## src/hw/fx_math_pkg.sv

```systemverilog
package fx_math_pkg;

   // Word width and fraction bits of the signed Q4.12 format.
   localparam int FX_W    = 16;
   localparam int FX_FRAC = 12;

   // Plain fixed-point value.
   typedef logic signed [FX_W-1:0] fx_t;

   // Full-width product, before the fraction shift.
   typedef logic signed [2*FX_W-1:0] fx_wide_t;

   // Escape bound on |z|^2, 4.0 in fx_t units.
   localparam fx_t FX_ESCAPE = fx_t'(4 << FX_FRAC);

   // Signed multiply, scaled back to the fx_t fraction position.
   // The result stays wide so that large squares do not wrap.
   function automatic fx_wide_t fx_mul(fx_t a, fx_t b);
      fx_wide_t prod;
      prod = fx_wide_t'(a) * fx_wide_t'(b);
      return prod >>> FX_FRAC;
   endfunction

endpackage

```

## src/hw/job_pkg.sv

```systemverilog
package job_pkg;
   import fx_math_pkg::*;

   // Pixel coordinate and iteration count.
   typedef logic [7:0] coord_t;
   typedef logic [7:0] iter_t;

   // Word address on the result memory.
   typedef logic [15:0] addr_t;

   typedef struct packed {
      coord_t y;
      coord_t x;
   } pixel_t;

   // Pixel together with its point in the complex plane.
   typedef struct packed {
      pixel_t pix;
      fx_t    cr;
      fx_t    ci;
   } point_t;

   typedef struct packed {
      pixel_t pix;
      iter_t  iter;
   } result_t;

   typedef struct packed {
      addr_t addr;
      iter_t data;
   } mem_wr_t;

   typedef enum logic [2:0] {IDLE, ASK_WAIT, CONVERT, CALC1, CALC2, WRITE_WAIT} wcu_state_t;
   typedef enum logic [1:0] {C_IDLE, C_RUN, C_DONE} calc_state_t;
   typedef enum logic [1:0] {W_IDLE, W_REQ, W_RELEASE, W_DONE} wr_state_t;

endpackage

```

## src/hw/coord_converter.sv

```systemverilog
module coord_converter
   import fx_math_pkg::*, job_pkg::*;
#(
   parameter fx_t X_MIN = fx_t'(-8192),
   parameter fx_t Y_MIN = fx_t'(-5120),
   parameter fx_t STEP  = fx_t'(768)
) (
   input  logic   clk,
   input  logic   n_rst,
   input  logic   convert_start,
   input  pixel_t cur_pixel,
   output logic   convert_done,
   output point_t point
);

   logic [1:0] done_sr;
   logic       start_rise;
   pixel_t     pix_q;
   fx_t        x_off;
   fx_t        y_off;

   // First cycle of a request, the shift register is still empty.
   assign start_rise = convert_start && !done_sr[0];

   always_ff @(posedge clk, negedge n_rst) begin
      if (!n_rst) begin
         done_sr <= '0;
      end else if (!convert_start) begin
         done_sr <= '0;
      end else begin
         done_sr <= {done_sr[0], 1'b1};
      end
   end

   assign convert_done = done_sr[1];

   // Integer coordinate times a fixed-point step needs no shift.
   assign x_off = fx_t'(pix_q.x) * STEP;
   assign y_off = fx_t'(pix_q.y) * STEP;

   always_ff @(posedge clk) begin
      if (start_rise) begin
         pix_q <= cur_pixel;
      end
      if (done_sr == 2'b01) begin
         point.pix <= pix_q;
         point.cr  <= X_MIN + x_off;
         point.ci  <= Y_MIN + y_off;
      end
   end

endmodule

```

## src/hw/escape_calc.sv

```systemverilog
module escape_calc
   import fx_math_pkg::*, job_pkg::*;
#(
   parameter int MAX_ITER = 32
) (
   input  logic    clk,
   input  logic    n_rst,
   input  logic    calc_start,
   input  point_t  point,
   output logic    calc_done,
   output result_t result
);

   calc_state_t state;
   pixel_t      pix;
   fx_t         cr;
   fx_t         ci;
   fx_t         zr;
   fx_t         zi;
   iter_t       count;
   fx_wide_t    zr2;
   fx_wide_t    zi2;
   fx_wide_t    zrzi;
   fx_wide_t    mag2;
   logic        escaped;
   logic        at_limit;
   logic        stop;

   // Products of the current z, kept wide for the escape test.
   assign zr2  = fx_mul(zr, zr);
   assign zi2  = fx_mul(zi, zi);
   assign zrzi = fx_mul(zr, zi);
   assign mag2 = zr2 + zi2;

   assign escaped  = mag2 > fx_wide_t'(FX_ESCAPE);
   assign at_limit = count == iter_t'(MAX_ITER);
   assign stop     = escaped || at_limit;

   always_ff @(posedge clk, negedge n_rst) begin
      if (!n_rst) begin
         state <= C_IDLE;
      end else begin
         case (state)
            C_IDLE: begin
               if (calc_start) begin
                  state <= C_RUN;
               end
            end
            C_RUN: begin
               if (stop) begin
                  state <= C_DONE;
               end
            end
            // Hold the result until the unit drops its request.
            C_DONE: begin
               if (!calc_start) begin
                  state <= C_IDLE;
               end
            end
            default: begin
               state <= C_IDLE;
            end
         endcase
      end
   end

   always_ff @(posedge clk) begin
      if (state == C_IDLE && calc_start) begin
         pix   <= point.pix;
         cr    <= point.cr;
         ci    <= point.ci;
         zr    <= '0;
         zi    <= '0;
         count <= '0;
      end else if (state == C_RUN && !stop) begin
         // z = z^2 + c, wrapping at 16 bits.
         zr    <= fx_t'(zr2) - fx_t'(zi2) + cr;
         zi    <= fx_t'(zrzi) + fx_t'(zrzi) + ci;
         count <= count + 1'b1;
      end
   end

   assign calc_done   = state == C_DONE;
   assign result.pix  = pix;
   assign result.iter = count;

endmodule

```

## src/hw/fractal_top.sv

```systemverilog
module fractal_top
   import fx_math_pkg::*, job_pkg::*;
#(
   parameter int  WIDTH    = 16,
   parameter int  HEIGHT   = 12,
   parameter int  MAX_ITER = 32,
   parameter fx_t X_MIN    = fx_t'(-8192),
   parameter fx_t Y_MIN    = fx_t'(-5120),
   parameter fx_t STEP     = fx_t'(768)
) (
   input  logic    clk,
   input  logic    n_rst,
   input  logic    frame_req,
   input  logic    mem_ack,
   output logic    frame_ack,
   output logic    mem_req,
   output mem_wr_t mem_wr
);

   logic    job_ready;
   logic    job_start;
   logic    convert_start;
   logic    convert_done;
   logic    calc_start;
   logic    calc_done;
   logic    job_done;
   logic    mc_done;
   pixel_t  cur_pixel;
   point_t  point;
   result_t result;

   work_dispatcher #(.WIDTH(WIDTH), .HEIGHT(HEIGHT)) dispatch_i (
      .clk, .n_rst, .frame_req, .job_ready,
      .frame_ack, .job_start, .cur_pixel
   );

   work_control_unit wcu_i (
      .clk, .n_rst, .job_start, .convert_done, .calc_done, .mc_done,
      .job_ready, .convert_start, .calc_start, .job_done
   );

   coord_converter #(.X_MIN(X_MIN), .Y_MIN(Y_MIN), .STEP(STEP)) convert_i (
      .clk, .n_rst, .convert_start, .cur_pixel,
      .convert_done, .point
   );

   escape_calc #(.MAX_ITER(MAX_ITER)) calc_i (
      .clk, .n_rst, .calc_start, .point,
      .calc_done, .result
   );

   result_writer #(.WIDTH(WIDTH)) writer_i (
      .clk, .n_rst, .job_done, .result, .mem_ack,
      .mc_done, .mem_req, .mem_wr
   );

endmodule

```

## src/hw/result_writer.sv

```systemverilog
module result_writer
   import job_pkg::*;
#(
   parameter int WIDTH = 16
) (
   input  logic    clk,
   input  logic    n_rst,
   input  logic    job_done,
   input  result_t result,
   input  logic    mem_ack,
   output logic    mc_done,
   output logic    mem_req,
   output mem_wr_t mem_wr
);

   wr_state_t state;

   always_ff @(posedge clk, negedge n_rst) begin
      if (!n_rst) begin
         state <= W_IDLE;
      end else begin
         case (state)
            W_IDLE: begin
               if (job_done) begin
                  state <= W_REQ;
               end
            end
            W_REQ: begin
               if (mem_ack) begin
                  state <= W_RELEASE;
               end
            end
            // Request is down, wait for the memory to drop its ack.
            W_RELEASE: begin
               if (!mem_ack) begin
                  state <= W_DONE;
               end
            end
            W_DONE: begin
               if (!job_done) begin
                  state <= W_IDLE;
               end
            end
            default: begin
               state <= W_IDLE;
            end
         endcase
      end
   end

   // Raster address y*WIDTH+x, loaded before the request goes up.
   always_ff @(posedge clk) begin
      if (state == W_IDLE && job_done) begin
         mem_wr.addr <= addr_t'(result.pix.y) * addr_t'(WIDTH) + addr_t'(result.pix.x);
         mem_wr.data <= result.iter;
      end
   end

   assign mem_req = state == W_REQ;
   assign mc_done = state == W_DONE;

endmodule

```

## src/hw/work_control_unit.sv

```systemverilog
module work_control_unit
   import job_pkg::*;
(
   input  logic clk,
   input  logic n_rst,
   input  logic job_start,
   input  logic convert_done,
   input  logic calc_done,
   input  logic mc_done,
   output logic job_ready,
   output logic convert_start,
   output logic calc_start,
   output logic job_done
);

   wcu_state_t state;
   wcu_state_t next_state;

   always_ff @(posedge clk, negedge n_rst) begin
      if (!n_rst) begin
         state <= IDLE;
      end else begin
         state <= next_state;
      end
   end

   always_comb begin
      next_state    = state;
      job_ready     = 1'b0;
      convert_start = 1'b0;
      calc_start    = 1'b0;
      job_done      = 1'b0;

      case (state)
         IDLE: begin
            next_state = ASK_WAIT;
         end

         // Wait for the dispatcher to hand over a pixel.
         ASK_WAIT: begin
            job_ready = 1'b1;
            if (job_start) begin
               next_state = CONVERT;
            end
         end

         CONVERT: begin
            convert_start = 1'b1;
            if (convert_done) begin
               next_state = CALC1;
            end
         end

         // Single cycle that raises calc_start before done is looked at.
         CALC1: begin
            calc_start = 1'b1;
            next_state = CALC2;
         end

         CALC2: begin
            calc_start = 1'b1;
            if (calc_done) begin
               next_state = WRITE_WAIT;
            end
         end

         // calc_start stays up so the result holds during the write.
         WRITE_WAIT: begin
            calc_start = 1'b1;
            job_done   = 1'b1;
            if (mc_done) begin
               next_state = ASK_WAIT;
            end
         end

         default: begin
            next_state = IDLE;
         end
      endcase
   end

endmodule

```

## src/hw/work_dispatcher.sv

```systemverilog
module work_dispatcher
   import job_pkg::*;
#(
   parameter int WIDTH  = 16,
   parameter int HEIGHT = 12
) (
   input  logic   clk,
   input  logic   n_rst,
   input  logic   frame_req,
   input  logic   job_ready,
   output logic   frame_ack,
   output logic   job_start,
   output pixel_t cur_pixel
);

   logic   busy;
   logic   all_issued;
   logic   last_pixel;
   logic   drain_done;
   coord_t cnt_x;
   coord_t cnt_y;

   assign last_pixel = (cnt_x == coord_t'(WIDTH - 1)) && (cnt_y == coord_t'(HEIGHT - 1));

   // One job per ready cycle while pixels remain in the frame.
   assign job_start = busy && !all_issued && job_ready;

   // The unit is back in ASK_WAIT, so the last write has completed.
   assign drain_done = busy && all_issued && job_ready;

   always_ff @(posedge clk, negedge n_rst) begin
      if (!n_rst) begin
         busy       <= 1'b0;
         all_issued <= 1'b0;
         frame_ack  <= 1'b0;
         cnt_x      <= '0;
         cnt_y      <= '0;
      end else begin
         if (!busy && !frame_ack && frame_req) begin
            busy <= 1'b1;
         end
         if (job_start) begin
            if (last_pixel) begin
               all_issued <= 1'b1;
               cnt_x      <= '0;
               cnt_y      <= '0;
            end else if (cnt_x == coord_t'(WIDTH - 1)) begin
               cnt_x <= '0;
               cnt_y <= cnt_y + 1'b1;
            end else begin
               cnt_x <= cnt_x + 1'b1;
            end
         end
         if (drain_done) begin
            busy       <= 1'b0;
            all_issued <= 1'b0;
            frame_ack  <= 1'b1;
         end
         // Release the frame handshake once the host lets go.
         if (frame_ack && !frame_req) begin
            frame_ack <= 1'b0;
         end
      end
   end

   // Pixel of the job in flight, held until the next job is issued.
   always_ff @(posedge clk) begin
      if (job_start) begin
         cur_pixel.x <= cnt_x;
         cur_pixel.y <= cnt_y;
      end
   end

endmodule

```

## config.mk

```make
export PLATFORM = sky130hd
export DESIGN_NAME = fractal_top
export DESIGN_NICKNAME = d
export VERILOG_FILES = /design/src/hw/fx_math_pkg.sv /design/src/hw/job_pkg.sv /design/src/hw/coord_converter.sv /design/src/hw/escape_calc.sv /design/src/hw/fractal_top.sv /design/src/hw/result_writer.sv /design/src/hw/work_control_unit.sv /design/src/hw/work_dispatcher.sv
export SDC_FILE = /design/constraint.sdc
export NUM_CORES = 2
export LEC_CHECK = 0
export BUFFER_PORTS_ARGS = -buffer_cell sky130_fd_sc_hd__buf_2
export CAP_MARGIN = 0
export CELL_PAD_IN_SITES_DETAIL_PLACEMENT = 0
export CELL_PAD_IN_SITES_GLOBAL_PLACEMENT = 1
export CORE_ASPECT_RATIO = 1.25
export CORE_MARGIN = 2
export CORE_UTILIZATION = 53
export DETAILED_ROUTE_END_ITERATION = 6
export PLACE_DENSITY = 0.86
export SYNTH_ARGS = -nofsm -noshare
export SYNTH_HDL_FRONTEND = slang
export SYNTH_SLANG_ARGS = --single-unit
```

## constraint.sdc

```tcl
create_clock -name clk -period 15.35 [get_ports clk]
set_input_delay 3.07 -clock clk [delete_from_list [all_inputs] [get_ports clk]]
set_output_delay 3.07 -clock clk [all_outputs]
set_load 0.1 [all_outputs]
```

# --- Word-level counts from Yosys, hierarchy flattened ---
# Index checks and enable logic that the tools add are counted.
word_totals:
  mem_bits_rw: 0
  word_cells: 131
  rom_bits: 0
  n_memories: 0
  register_bits: 220
  output_inout_bits: 26
  in_bits: 4
  latch_bits: 0
classes:
  mux: 30
  div_mod_pow: 0
  n_reduce_logical: 33
  n_mul: 5
  add_sub_neg: 11
  n_eq_ne: 25
  n_bitwise: 0
  shift: 0
  magnitude_cmp: 1
op_table:
  columns: ["op", "count"]
  rows:
  - ["multiplier 16 x 16 -> 32 bit", 2]
  - ["adder 16 bit", 3]
  - ["adder 14 x 16 -> 16 bit, first input constant", 2]
  - ["> comparator 32 x 16 -> 1 bit, second input constant", 1]
  - ["2-to-1 mux 8 bit", 4]
  - ["multiplier 16 x 16 -> 28 bit", 1]
  - ["adder 8 x 1 -> 8 bit, second input constant", 3]
  - ["adder 20 x 20 -> 21 bit", 1]
  - ["one-hot mux 3 bit (6 select lines)", 1]
  - ["== test 8 x 4 -> 1 bit, second input constant", 2]
  - ["multiplier 8 x 2 -> 8 bit, second input constant", 2]
  - ["2-to-1 mux 2 bit", 8]
  - ["subtractor 16 bit", 1]
  - ["!= test 2 bit, second input constant", 7]
  - ["adder 12 x 8 -> 13 bit", 1]
  - ["logical AND 1 bit", 12]
  - ["2-to-1 mux 3 bit", 4]
  - ["2-to-1 mux 1 bit", 11]
  - ["nonzero test 2 bit", 5]
  - ["== test 8 x 6 -> 1 bit, second input constant", 1]
  - ["!= test 2 x 1 -> 1 bit, second input constant", 4]
  - ["one-hot mux 2 bit (4 select lines)", 1]
  - ["AND reduction 4 bit", 2]
  - ["== test 2 x 1 -> 1 bit, second input constant", 3]
  - ["other kinds (12)", 23]

# --- Depth between registers and ports, before layout ---
depth:
  ltp_word: 6
  depth_mapped: 38
  depth_no_buf: 35

# --- By module ---
# From an unflattened synthesis, not the netlist that was laid out.
hier_totals:
  hier_cells: 3789
  hier_area_um2: 36208.5
modules_own_cells:
  columns: ["module", "instances", "cells_each", "area_per_inst_um2", "seq_area_each_um2"]
  rows:
  - ["escape_calc", 1, 3450, 31356.3, 2292.2]
  - ["coord_converter", 1, 141, 2175.8, 1431.4]
  - ["work_dispatcher", 1, 104, 1408.9, 955.9]
  - ["result_writer", 1, 74, 1088.5, 680.7]
  - ["work_control_unit", 1, 20, 178.9, 75.1]

# --- Worst setup path before layout ---
# OpenSTA, ideal clock, no wires.
synth_path:
  kind: "register to register"
  startpoint: "reg calc_i.zi[15]"
  endpoint: "reg calc_i.zi[15]"
  setup_time_ps: 174
  n_path_buf: 5
  required_ps: 15176
  period_less_slack_ps: 8457
  path_slack_ps: 6893
  arrival_ps: 8284
  stages_incl_launch_ff: 38
  cell_sequence: "dfxtp_1 -> clkbuf_1 -> clkbuf_1 -> and2_1 -> fa_1 -> inv_1 -> fa_1 -> inv_1 -> fa_1 -> fa_1 -> fa_1 -> inv_1 -> fa_1 -> inv_1 -> ha_1 -> a21o_1 -> a21o_1 -> a21o_1 -> (+2 left out) -> o22a_1 -> a21oi_1 -> o21bai_1 -> xnor2_1 -> ha_1 -> buf_4 -> nor3_2 -> nand2_1 -> and4_1 -> a22o_1 -> o21ai_1 -> xor2_1 -> nor4_4 -> a22o_1 -> buf_4 -> buf_6 -> mux2i_1 -> nor2_1"
synth_via:
  elab_chain_cells: 6
  elab_cells_between_ends: 9
  cone_classes: "3 x add/sub; 2 x mul; 1 x order compare; 3 x reduce/logical"
synth_lines:
  columns: ["element", "line_no", "text"]
  rows:
  - ["start, declared", "escape_calc.sv:19", "fx_t zi;"]
  - ["start signal, assigned", "escape_calc.sv:78", "zi <= fx_t'(zrzi) + fx_t'(zrzi) + ci;"]
  - ["multiplier 16 x 16 -> 32 bit", "fx_math_pkg.sv:20", "prod = fx_wide_t'(a) * fx_wide_t'(b);"]
  - ["adder 20 x 20 -> 21 bit", "escape_calc.sv:33", "assign mag2 = zr2 + zi2;"]
  - ["> comparator 32 x 16 -> 1 bit", "escape_calc.sv:35", "assign escaped = mag2 > fx_wide_t'(FX_ESCAPE);"]
  - ["logical OR 1 bit", "escape_calc.sv:37", "assign stop = escaped || at_limit;"]
  - ["logical NOT 1 bit", "escape_calc.sv:75", "end else if (state == C_RUN && !stop) begin"]
  - ["logical AND 1 bit", "escape_calc.sv:75", null]
# Several ways; a longest one is shown, not always the timed one.
# A chain may end at the register's enable or synchronous reset.

# --- Final worst setup path ---
layout_path:
  startpoint: "reg calc_i.zr[7]"
  endpoint: "reg calc_i.zi[14]"
layout_via:
  elab_chain_cells: 6
  elab_cells_between_ends: 9
  cone_classes: "3 x add/sub; 2 x mul; 1 x order compare; 3 x reduce/logical"
layout_lines:
  columns: ["element", "line_no", "text"]
  rows:
  - ["start, declared", "escape_calc.sv:18", "fx_t zr;"]
  - ["start signal, assigned", "escape_calc.sv:77", "zr <= fx_t'(zr2) - fx_t'(zi2) + cr;"]
  - ["multiplier 16 x 16 -> 32 bit", "fx_math_pkg.sv:20", null]
  - ["adder 20 x 20 -> 21 bit", "escape_calc.sv:33", null]
  - ["> comparator 32 x 16 -> 1 bit", "escape_calc.sv:35", null]
  - ["logical OR 1 bit", "escape_calc.sv:37", null]
  - ["logical NOT 1 bit", "escape_calc.sv:75", null]
  - ["logical AND 1 bit", "escape_calc.sv:75", null]
# Several ways; a longest one is shown, not always the timed one.

==> out/summary.txt <==
Worst Hold Depth - 0
Ys async rst share - 0.156
Diodes inserted - 0
Final WS setup - 5.01 ns
Die W - 226 um
Cell count after synthesis - 3322
GRT Total Usage - 0.246
Nets - 4264
Synth Area per Inst - 9.80 um2
# setup viols final - 0
Skew final - 0.0206 ns
CTS clock-pin slew for the worst setup and hold paths - 0.07 ns
Worst Path Max Fanout - 21
Yosys top cell by area - fa_1
Relative slew slack - 0.245
Max clock buf depth - 2
Arr. time, crit path - 10.65 ns
Worst-Skew Late Latency - 0.46 ns
Boundary Pins - 30
Drt first-iter violations - 1040
Total setup buffers inserted after CTS - 0
Cell Area, Synth - 0.0325 mm2
Hold Slack - 0.413 ns
Share of cells above drive strength 1 - 0.0405
Per-cell routed wire length - 17.2 um
Lkg Pwr - 0.0167 uW
Pwr dens - 146 mW/mm2
TritonCTS Sinks - 180
Remaining Overflow, GRT - 0
Number of global-route vias before repair - 24500
Hold crit path type - flip-flop to flip-flop
Setup crit end kind - flip-flop
Max Fclk - 96.7 MHz
Input/output buffers - 26
Layout Cells excl Fill - 4132
Least-Margin Pin Slew - 1.13 ns
CTS tree - yes
Share of the synthesized area in the top cell type - 0.394
Setup TNS Final - 0 ns
Clock root cell - clkbuf_16
Core Area - 0.0608 mm2
Pre-Repair DR Iteration Count - 6
Routed Antenna Nets - 0
Placed Instances - 4100
Outcome - finished clean
RD Place Congestion - 0.911
CP max-delay cell - dfxtp_1
Synth Flop Type - edfxtp_1
Hold Vio Cnt, Final - 0
Total power - 4990 uW
Global-route wire length before repair - 122 mm
Post-synthesis cell type count - 81
Initial core utilization - 0.535
RSZ-0062 raised after global routing - no
Rows - 101
Final period utilization - 0.673
Syn. warnings - 0
Cts bufs inserted - 17
Kind of critical path - flip-flop to flip-flop
Max stage delay on crit path - 0.88 ns
Pre-CTS setup slack - 5.14 ns
Post-DP HPWL - 58.4 mm
Final min period - 10.34 ns
Peak VDD IR - 0.208 mV
Synth-to-layout area growth - 4.87%
DRC viols - 0
Synth Register Bits - 180
Worst reg-to-reg path cell count - 33
H-tree Lvls - 4
Startpoint Class - flip-flop
MaxCap Viol Count - 0
Post-Route WL - 71.3 mm
Largest net degree at the start of global routing - 38
Seq/Total Area, Yosys - 0.150
Die area - 0.0634 mm2
Via count - 21700
Leading cell types in the layout, fill and taps excluded - inv_1 (826), fa_1 (640), ha_1 (325)
Slew Viols, Final - 0
PostCTS Resize Cnt - 0
Top post-synthesis cells by area - fa_1 (39%), ha_1 (12%), edfxtp_1 (10%)
Most common cell after layout, fill and taps aside - inv_1
Post-synth EDFFs - 113
Critical path required time - 15.66 ns
Die H - 281 um
Via density per instance - 5.24
Hold Buf Count CTS - 0
Initial antenna violation count - 0
sequential cells by signal, summed over array words and instances (netlist names), 2 cells and up:
register              cells
convert_i.done_sr         2
calc_i.zr                16
calc_i.ci                 7
calc_i.result            16
calc_i.cr                 7
calc_i.count              8
dispatch_i.cur_pixel     16
writer_i.mem_wr          21
dispatch_i.cnt_x          8
wcu_i.state               3
calc_i.zi                15
dispatch_i.cnt_y          8
convert_i.point          30
calc_i.state              2
convert_i.pix_q          16
writer_i.state            2
layout make-up:
class	instances	area, um2
Clock buffer	17	425
Clock inverter	15	159
Fill cell	5299	26700
Inverter	830	3120
Multi-Input combinational cell	2200	24100
Sequential cell	180	4880
Tap cell	824	1030
Timing Repair Buffer	66	430
per-layer routing:
metal | wire, um | up-vias | GRT usage
li1 | - | 9970 | -
met1 | 27400 | 11100 | 0.292
met2 | 39000 | 441 | 0.464
met3 | 2300 | 138 | 0.0206
met4 | 2580 | 0 | 0.0856
met5 | 0 | - | 0
final timing paths:
path                                startpoint                  end  slack [ns]
min in group asynchronous                n_rst       wcu_i.state[0]        2.64
max reg2reg                       calc_i.zr[7]        calc_i.zi[14]        5.01
max                               calc_i.zr[7]        calc_i.zi[14]        5.01
max in group asynchronous                n_rst  dispatch_i.cnt_y[5]       12.29
min                        convert_i.point[41]    calc_i.result[17]        0.41
min reg2reg                convert_i.point[41]    calc_i.result[17]        0.41
synth_stat cells (all sizes together) (33+ instances only):
master and instances:
and2 148, xnor2 129, nor2 143, edfxtp 113, o21ai 52, nand2 322, inv 828, a21oi 69
nor2b 39, mux2i 33, ha 325, dfxtp 39, clkbuf 103, fa 640
worst max-delay path: cells and delay by family, from the launching register on:
family	cells	cell delay, ns
adders and majority gates	8	3.77
AOI/OAI and AO/OA	8	2.20
and+or+nand+nor	7	1.48
buffers and inverters	7	1.22
DFF	1	0.88
xor gates and xnor gates	2	0.35
muxes	1	0.25
report_power, final:
group / switching, uW / leakage [uW] / total, uW / internal, uW
Clock: 220 / 0.000285 / 438 / 218
Combinational: 2260 / 0.0147 / 3750 / 1490
Sequential: 111 / 0.00172 / 805 / 694
Total: 2590 / 0.0167 / 4990 / 2400
per-stage QoR:
step | util | instance area, um2
finish | 0.562 | 34100
global route | 0.562 | 34100
CTS | 0.562 | 34100
detailed placement | 0.552 | 33500
global placement | 0.552 | 33500
floorplan | - | 32600
logic make-up after synthesis:
family,share of synthesized area
buffers and inverters,0.110
xor gates and xnor gates,0.0425
DFF,0.150
AOI/OAI and AO/OA,0.0508
other,0.000115
muxes,0.0115
adders and majority gates,0.519
and+or+nand+nor,0.116
Note: power is estimated with default switching activity, not from simulation.
